`config.mk`:
```
export PLATFORM = sky130hd
export DESIGN_NAME = pipe_ctrl_top
export DESIGN_NICKNAME = d
export VERILOG_FILES = /design/src/verilog/pipe_pkg.sv /design/src/verilog/hazard_detect.sv /design/src/verilog/trap_seq.sv /design/src/verilog/mem_wait_timer.sv /design/src/verilog/stage_regs.sv /design/src/verilog/pipe_ctrl_top.sv
export SDC_FILE = /design/constraint.sdc
export NUM_CORES = 1
export LEC_CHECK = 0
export BUFFER_PORTS_ARGS = -buffer_cell sky130_fd_sc_hd__buf_4
export CAP_MARGIN = 20
export CORE_UTILIZATION = 40
export CTS_CLUSTER_DIAMETER = 60
export CTS_CLUSTER_SIZE = 40
export DETAILED_ROUTE_END_ITERATION = 16
export GPL_TIMING_DRIVEN = 0
export SLEW_MARGIN = 40
export SYNTH_ARGS = -nofsm -noshare
export SYNTH_HDL_FRONTEND = slang
export SYNTH_SLANG_ARGS = --single-unit
```
`constraint.sdc`:
```
create_clock -name clk -period 7.5 [get_ports clk]
set_clock_uncertainty 0.15 [all_clocks]
set_input_delay 1.125 -clock clk [delete_from_list [all_inputs] [get_ports clk]]
set_output_delay 1.125 -clock clk [all_outputs]
set_load 0.02 [all_outputs]
```
`src/verilog/pipe_pkg.sv`:
```
package pipe_pkg;

	localparam int reg_bits = 5;	// register number width
	localparam int tag_bits = 8;	// token tag width

	// one instruction token, no opcode or operand values, only what the hazards need
	typedef struct packed {
		logic                valid;
		logic [tag_bits-1:0] tag;
		logic [reg_bits-1:0] rs;
		logic [reg_bits-1:0] rt;
		logic [reg_bits-1:0] rd;	// destination, zero means no write
		logic                is_load;
		logic                is_store;
		logic                is_branch;
		logic                br_taken;	// outcome is known once the branch reaches MEM
		logic                is_jump;
		logic                is_syscall;
	} instr_t;

	// write and bubble enables for the PC and the four stage registers
	typedef struct packed {
		logic write_pc;
		logic write_ifid;
		logic write_idex;
		logic write_exmem;
		logic write_memwb;
		logic bubble_ifid;
		logic bubble_idex;
		logic bubble_exmem;
		logic bubble_memwb;
	} stage_ctrl_t;

	// winning cause of the current cycle, for observation only
	typedef enum logic [2:0] {
		HZ_NONE      = 3'd0,
		HZ_MEM_WAIT  = 3'd1,
		HZ_TRAP_HOLD = 3'd2,
		HZ_LOAD_USE  = 3'd3,
		HZ_JUMP      = 3'd4,
		HZ_BRANCH    = 3'd5,
		HZ_TRAP      = 3'd6
	} hazard_e;

	typedef enum logic [1:0] {
		TRAP_IDLE  = 2'd0,
		TRAP_HOLD  = 2'd1,	// syscall waits in ID behind a branch
		TRAP_ISSUE = 2'd2	// trap goes out this cycle
	} trap_state_e;

endpackage

```
`src/verilog/hazard_detect.sv`:
```
`timescale 1ns/100ps

module hazard_detect (
	input  pipe_pkg::instr_t      ifid,
	input  pipe_pkg::instr_t      idex,
	input  pipe_pkg::instr_t      exmem,
	input  logic                  mem_ready,
	input  logic                  trap_hold,
	input  logic                  trap_fire,
	output pipe_pkg::stage_ctrl_t ctrl,
	output logic                  redirect,
	output pipe_pkg::hazard_e     hazard
);

	logic load_use;
	logic branch_next;
	logic jump_id;
	logic branch_flush;

	// r0 is hardwired to zero, so a load into it feeds nobody
	assign load_use = idex.valid && idex.is_load && (idex.rd != '0) && ifid.valid &&
		((idex.rd == ifid.rs) || (idex.rd == ifid.rt));

	// a taken branch one stage ahead flushes the jump next cycle anyway
	assign branch_next = idex.valid && idex.is_branch && idex.br_taken;
	assign jump_id = ifid.valid && ifid.is_jump && !branch_next;

	assign branch_flush = exmem.valid && exmem.is_branch && exmem.br_taken;	// resolved in MEM

	always_comb begin
		ctrl.write_pc     = 1'b1;
		ctrl.write_ifid   = 1'b1;
		ctrl.write_idex   = 1'b1;
		ctrl.write_exmem  = 1'b1;
		ctrl.write_memwb  = 1'b1;
		ctrl.bubble_ifid  = 1'b0;
		ctrl.bubble_idex  = 1'b0;
		ctrl.bubble_exmem = 1'b0;
		ctrl.bubble_memwb = 1'b0;
		redirect          = 1'b0;
		hazard            = pipe_pkg::HZ_NONE;

		if (!mem_ready) begin
			// data memory busy, whole pipe stands still
			ctrl.write_pc    = 1'b0;
			ctrl.write_ifid  = 1'b0;
			ctrl.write_idex  = 1'b0;
			ctrl.write_exmem = 1'b0;
			ctrl.write_memwb = 1'b0;
			hazard           = pipe_pkg::HZ_MEM_WAIT;
		end else begin
			if (trap_fire) begin
				// syscall moves on, fetch restarts at the handler
				ctrl.bubble_ifid = 1'b1;
				redirect         = 1'b1;
				hazard           = pipe_pkg::HZ_TRAP;
			end else if (trap_hold) begin
				ctrl.write_pc    = 1'b0;	// keep the syscall in ID
				ctrl.write_ifid  = 1'b0;
				ctrl.bubble_idex = 1'b1;
				hazard           = pipe_pkg::HZ_TRAP_HOLD;
			end else if (load_use) begin
				ctrl.write_pc    = 1'b0;
				ctrl.write_ifid  = 1'b0;
				ctrl.bubble_idex = 1'b1;	// one slot for the load data
				hazard           = pipe_pkg::HZ_LOAD_USE;
			end else if (jump_id) begin
				ctrl.bubble_ifid = 1'b1;	// drop the token fetched behind the jump
				redirect         = 1'b1;
				hazard           = pipe_pkg::HZ_JUMP;
			end

			// taken branch overrides the ID stage decisions
			if (branch_flush) begin
				ctrl.write_pc     = 1'b1;
				ctrl.write_ifid   = 1'b1;	// held registers must take the bubble too
				ctrl.write_idex   = 1'b1;
				ctrl.write_exmem  = 1'b1;
				ctrl.bubble_ifid  = 1'b1;
				ctrl.bubble_idex  = 1'b1;
				ctrl.bubble_exmem = 1'b1;
				redirect          = 1'b1;
				hazard            = pipe_pkg::HZ_BRANCH;
			end
		end
	end

endmodule

```
`src/verilog/trap_seq.sv`:
```
`timescale 1ns/100ps

module trap_seq (
	input  logic                          clk,
	input  logic                          arst_n,
	input  pipe_pkg::instr_t              ifid,
	input  pipe_pkg::instr_t              idex,
	input  pipe_pkg::instr_t              exmem,
	input  logic                          mem_ready,
	output logic                          trap_hold,
	output logic                          trap_fire,
	output logic                          trap_taken,
	output logic [pipe_pkg::tag_bits-1:0] trap_tag
);

	pipe_pkg::trap_state_e state;
	pipe_pkg::trap_state_e state_nxt;
	logic sys_id;
	logic branch_ahead;

	assign sys_id = ifid.valid && ifid.is_syscall;

	// any older branch, taken or not, has to resolve before the trap
	assign branch_ahead = (idex.valid && idex.is_branch) || (exmem.valid && exmem.is_branch);

	assign trap_hold = sys_id && branch_ahead && (state != pipe_pkg::TRAP_ISSUE);
	assign trap_fire = sys_id && !branch_ahead && mem_ready &&
		(state != pipe_pkg::TRAP_ISSUE);

	assign trap_taken = (state == pipe_pkg::TRAP_ISSUE);	// one cycle after fire

	always_comb begin
		state_nxt = state;
		case (state)
			pipe_pkg::TRAP_IDLE: begin
				if (mem_ready && sys_id) begin
					state_nxt = branch_ahead ? pipe_pkg::TRAP_HOLD : pipe_pkg::TRAP_ISSUE;
				end
			end
			pipe_pkg::TRAP_HOLD: begin
				if (!sys_id) begin
					// flushed by an older taken branch
					state_nxt = pipe_pkg::TRAP_IDLE;
				end else if (trap_fire) begin
					state_nxt = pipe_pkg::TRAP_ISSUE;
				end
			end
			pipe_pkg::TRAP_ISSUE: begin
				state_nxt = pipe_pkg::TRAP_IDLE;
			end
			default: begin
				state_nxt = pipe_pkg::TRAP_IDLE;
			end
		endcase
	end

	always_ff @(posedge clk or negedge arst_n) begin
		if (!arst_n) begin
			state <= pipe_pkg::TRAP_IDLE;
		end else begin
			state <= state_nxt;
		end
	end

	// tag of the syscall that fired, valid while trap_taken is high
	always_ff @(posedge clk) begin
		if (trap_fire) begin
			trap_tag <= ifid.tag;
		end
	end

endmodule

```
`src/verilog/mem_wait_timer.sv`:
```
`timescale 1ns/100ps

module mem_wait_timer #(
	parameter int mem_latency = 3
) (
	input  logic             clk,
	input  logic             arst_n,
	input  pipe_pkg::instr_t exmem,
	input  logic             write_exmem,
	output logic             mem_ready
);

	localparam int cnt_bits = 3;	// enough for a latency of 1 to 7

	logic [cnt_bits-1:0] count;
	logic [cnt_bits-1:0] remaining;
	logic mem_op;
	logic served;
	logic pending;

	assign mem_op = exmem.valid && (exmem.is_load || exmem.is_store);
	assign pending = mem_op && !served;	// access in MEM not yet finished
	assign mem_ready = !pending;

	// first wait cycle starts from the full latency
	assign remaining = (count == '0) ? cnt_bits'(mem_latency) : count;

	always_ff @(posedge clk or negedge arst_n) begin
		if (!arst_n) begin
			count  <= '0;
			served <= 1'b0;
		end else if (write_exmem) begin
			// token leaves MEM, whatever lands next gets its own wait
			count  <= '0;
			served <= 1'b0;
		end else if (pending) begin
			count  <= remaining - 1'b1;
			served <= (remaining == cnt_bits'(1));	// last wait cycle
		end
	end

endmodule

```
`src/verilog/stage_regs.sv`:
```
`timescale 1ns/100ps

module stage_regs (
	input  logic                  clk,
	input  logic                  arst_n,
	input  pipe_pkg::instr_t      fetch_instr,
	input  pipe_pkg::stage_ctrl_t ctrl,
	output pipe_pkg::instr_t      ifid,
	output pipe_pkg::instr_t      idex,
	output pipe_pkg::instr_t      exmem,
	output pipe_pkg::instr_t      memwb
);

	localparam int n_stages = 4;

	pipe_pkg::instr_t stage_d [n_stages];	// what each register would load
	pipe_pkg::instr_t payload_q [n_stages];
	pipe_pkg::instr_t stage_q [n_stages];
	logic [n_stages-1:0] valid_q;
	logic [n_stages-1:0] wr;
	logic [n_stages-1:0] bub;

	// index 0 is IF/ID, 3 is MEM/WB
	assign wr = {ctrl.write_memwb, ctrl.write_exmem, ctrl.write_idex, ctrl.write_ifid};
	assign bub = {ctrl.bubble_memwb, ctrl.bubble_exmem, ctrl.bubble_idex, ctrl.bubble_ifid};

	assign stage_d[0] = fetch_instr;
	assign stage_d[1] = stage_q[0];
	assign stage_d[2] = stage_q[1];
	assign stage_d[3] = stage_q[2];

	for (genvar i = 0; i < n_stages; i++) begin : g_stage
		always_ff @(posedge clk or negedge arst_n) begin
			if (!arst_n) begin
				valid_q[i] <= 1'b0;
			end else if (wr[i]) begin
				valid_q[i] <= stage_d[i].valid && !bub[i];	// a bubble is just an invalid token
			end
		end

		// tag, registers and flags are don't care while the valid bit is low
		always_ff @(posedge clk) begin
			if (wr[i]) begin
				payload_q[i] <= stage_d[i];
			end
		end

		always_comb begin
			stage_q[i]       = payload_q[i];
			stage_q[i].valid = valid_q[i];
		end
	end

	assign ifid  = stage_q[0];
	assign idex  = stage_q[1];
	assign exmem = stage_q[2];
	assign memwb = stage_q[3];

endmodule

```
`src/verilog/pipe_ctrl_top.sv`:
```
`timescale 1ns/100ps

module pipe_ctrl_top #(
	parameter int mem_latency = 3	// wait cycles per load or store
) (
	input  logic                          clk,
	input  logic                          arst_n,
	input  pipe_pkg::instr_t              fetch_instr,
	output logic                          fetch_take,
	output logic                          redirect,
	output pipe_pkg::instr_t              retire,
	output logic                          trap_taken,
	output logic [pipe_pkg::tag_bits-1:0] trap_tag,
	output pipe_pkg::hazard_e             hazard
);

	pipe_pkg::instr_t ifid;
	pipe_pkg::instr_t idex;
	pipe_pkg::instr_t exmem;
	pipe_pkg::instr_t memwb;
	pipe_pkg::stage_ctrl_t ctrl;
	logic mem_ready;
	logic trap_hold;
	logic trap_fire;

	assign fetch_take = ctrl.write_pc;	// source advances whenever PC is written
	assign retire = memwb;

	hazard_detect u_hazard (
		.ifid      (ifid),
		.idex      (idex),
		.exmem     (exmem),
		.mem_ready (mem_ready),
		.trap_hold (trap_hold),
		.trap_fire (trap_fire),
		.ctrl      (ctrl),
		.redirect  (redirect),
		.hazard    (hazard)
	);

	trap_seq u_trap (
		.clk        (clk),
		.arst_n     (arst_n),
		.ifid       (ifid),
		.idex       (idex),
		.exmem      (exmem),
		.mem_ready  (mem_ready),
		.trap_hold  (trap_hold),
		.trap_fire  (trap_fire),
		.trap_taken (trap_taken),
		.trap_tag   (trap_tag)
	);

	mem_wait_timer #(
		.mem_latency (mem_latency)
	) u_mem_timer (
		.clk         (clk),
		.arst_n      (arst_n),
		.exmem       (exmem),
		.write_exmem (ctrl.write_exmem),
		.mem_ready   (mem_ready)
	);

	stage_regs u_stages (
		.clk         (clk),
		.arst_n      (arst_n),
		.fetch_instr (fetch_instr),
		.ctrl        (ctrl),
		.ifid        (ifid),
		.idex        (idex),
		.exmem       (exmem),
		.memwb       (memwb)
	);

endmodule

```
==> impl_metrics.yaml <==
die:
  rows: 38
  start_util_pct: 41.0
  core_sq_um: 10800
  pin_count: 76
  fp.dieH_um: 107
  dieWidth_um: 107
  fp.dieArea_sq_um: 11500
sta:
  hold_violations: 0
  max_slew_margin_pct: 44.2
  fmax_mhz: 230
  worstMarginPinSlew_ps: 833
  final.period_utilization_pct: 57.9
  fin_crit_ps: 4340
  tns_ps: 0
  slew_violations: 0
  rsz0062_at_grt: "no"
  setup_viol_count_final: 0
  holdWs_ps: 266
place:
  dpl.hpwl_mm: 4.23
  portBuffers: 75
  routabilityCongestion: 0.840
yosys:
  avgSynthCellArea_sq_um: 21.7
  synth_fp_nets: 238
  netlist_area_sq_um: 4430
  synth_top_area_share_pct: 84.1
  synthTopCellsByCount: "edfxtp_1 (124), xnor2_1 (11), dfrtp_1 (10), nor2_1 (10), nand2_1 (9)"
  ys.flop_type: "edfxtp_1"
  synth_most_common_cell: "edfxtp_1"
  synthArstFlopShare_pct: 7.46
  yosys.area.top_type: "edfxtp_1"
  yosysWarnings: 0
  yosys_register_bits: 134
  syn_inst: 204
  synth_cell_type_count: 33
  synth-edff-count: 124
  synth-seq-area-share_pct: 89.8
  ys_top_cells_by_area: "edfxtp_1 (84%), dfrtp_1 (5.7%), xnor2_1 (2.2%)"
critical_path:
  cp.arrival_ps: 3070
  end_kind: "output port"
  timing.critical_path.mode_cell: "buf_4"
  critPathKind: "flop to output port"
  cp_max_fo: 11
  start_kind: "flop"
  cp_slowest_stage_delay_ps: 660
  worstPathCellList: "or4_4 > o2111ai_2 > nor2b_2 > a311oi_4 > buf_4 > buf_4"
  slowest_stage: "a311oi_4"
  required_ps: 6220
routing:
  drt-vias-per-instance: 4.59
  wl_mm: 6.56
  via_count: 2082
  drc: 0
  antenna_left: 0
  dr.pass1.iters: 4
  avgRoutedWirePerCell_um: 14.5
  drt_iter0_markers: 121
cts:
  cts_buffers: 17
  clock_sinks: 134
  clk_pin_slew_worst_paths_ps: 60
  clock-root-buffer: "clkbuf_8"
  cts_tree: "built"
  clock_latency_ps: 520
  htreeDepth: 4
  cts_hold_buf: 0
  clock_path_buffers: 2
  cts-resized-gates: 0
  post_cts_buffers: 0
global_routing:
  grt_pass1_vias: 1948
  grt_antenna_before_repair: 0
  overflow: 0
  track_usage_pct: 12.6
  grt_pass1_wl_mm: 10.0
  grt_max_degree: 50
outcome:
  status: "complete, no violations"
job:
  max-cap-violations: 0
power_and_ir_drop:
  ir_worst_vdd_v: 0.000257
  power_density_nw_per_um2: 546
  p_leak_nw: 2.25
finish:
  syn_to_final_growth_pct: 33.4
  fill_cells: 847
  drive_gt1_share_pct: 37.9
  antennaDiodeCount: 0
  fin_nets: 335
min_path:
  hold_class: "input port to asynchronous set/reset pin"
[flip-flops by register name, indices dropped and copies added (netlist names)]
signal	cells
u_trap.trap_tag	8
u_mem_timer.served	1
u_stages.exmem	1
u_mem_timer.count	3
u_trap.state	2
u_stages.memwb	1
u_stages.payload_q	116
u_stages.idex	1
u_stages.ifid	1
[worst max-delay path, delay by kind of cell (launching register included)]
family	cells	cell delay (ps)
buffers and inverters	2	490
AOI/OAI and AO/OA	2	880
DFF	1	460
and+or+nand+nor	2	710
[placed cells by master, fill, tap and decap left out, types with 2 or more instances in the layout]
cell / n
xnor2_1: 11
buf_4: 78
inv_1: 2
nand2_1: 9
o211ai_1: 3
bufinv_16: 7
clkinv_2: 3
dfrtp_1: 10
nor2_1: 10
clkbuf_1: 2
a21oi_1: 2
or2_2: 3
inv_6: 2
nand3_1: 6
ha_1: 2
clkinv_4: 2
edfxtp_1: 124
clkbuf_16: 16
[worst paths after layout]
path / from / to / slack [ps] / depth (start not counted)
setup reg to reg: u_stages.payload_q[1][6] / u_stages.payload_q[0][21] / 4670 / 5
max in group asynchronous: arst_n / u_stages.ifid[29] / 6780 / 1
hold reg to reg: u_stages.payload_q[0][5] / u_stages.payload_q[1][5] / 270 / 0
hold / removal: arst_n / u_stages.memwb[29] / 270 / 1
min in group clk: u_stages.payload_q[0][5] / u_stages.payload_q[1][5] / 270 / 0
setup / recovery: u_stages.payload_q[1][6] / fetch_take / 3160 / 6
[report_power, final]
group          total [mW]  internal, mW  switching, mW
Sequential           1.51          1.37          0.140
Combinational       0.779         0.286          0.493
Clock               0.932         0.640          0.292
[metal layers]
layer  up-vias  global-route usage (%)  part of all wire [%]
li1        989                       -                     -
met4         0                    7.73                   2.3
met1      1004                    14.7                    42
met5         -                       0                     0
met3        15                    5.29                   6.0
met2        74                    19.5                    50
[cells by family after synthesis]
logic type      after synthesis  share of synthesized area (%)
compound gates               15                           2.60
flops                       134                           89.8
xor+xnor                     11                           2.18
fa+ha+maj                     2                          0.565
simple gates                 37                           4.33
buf+inv                       5                          0.537
[cell type report]
type                       count  area (sq um)  share of cell area [%]
multi-input combinational     65           445                    7.55
tap                          140           175                    2.97
clock buffer                  19           422                    7.14
buffer                         2          12.5                   0.212
inverter                       3          16.3                   0.276
timing repair buffer          78           606                    10.3
sequential                   134          3970                    67.3
clock inverter                13           251                    4.26
[metrics by stage]
| step | setup slack, ps | total power [mW] | util (%) | area (sq um) | instances |
|---|---|---|---|---|---|
| 2_1_floorplan | 2190 | 1.96 | - | 4430 | 204 |
| 3_3_place_gp | 805 | 2.27 | 47.8 | 5160 | 419 |
| 3_5_place_dp | 3680 | 2.32 | 48.4 | 5230 | 422 |
| 4_1_cts | 3100 | 3.26 | 54.7 | 5900 | 454 |
| 5_1_grt | 2950 | 3.38 | 54.7 | 5900 | 454 |
| 6_report | 3160 | 3.22 | 54.7 | 5900 | 454 |
Power figures use the tool's default switching activity.
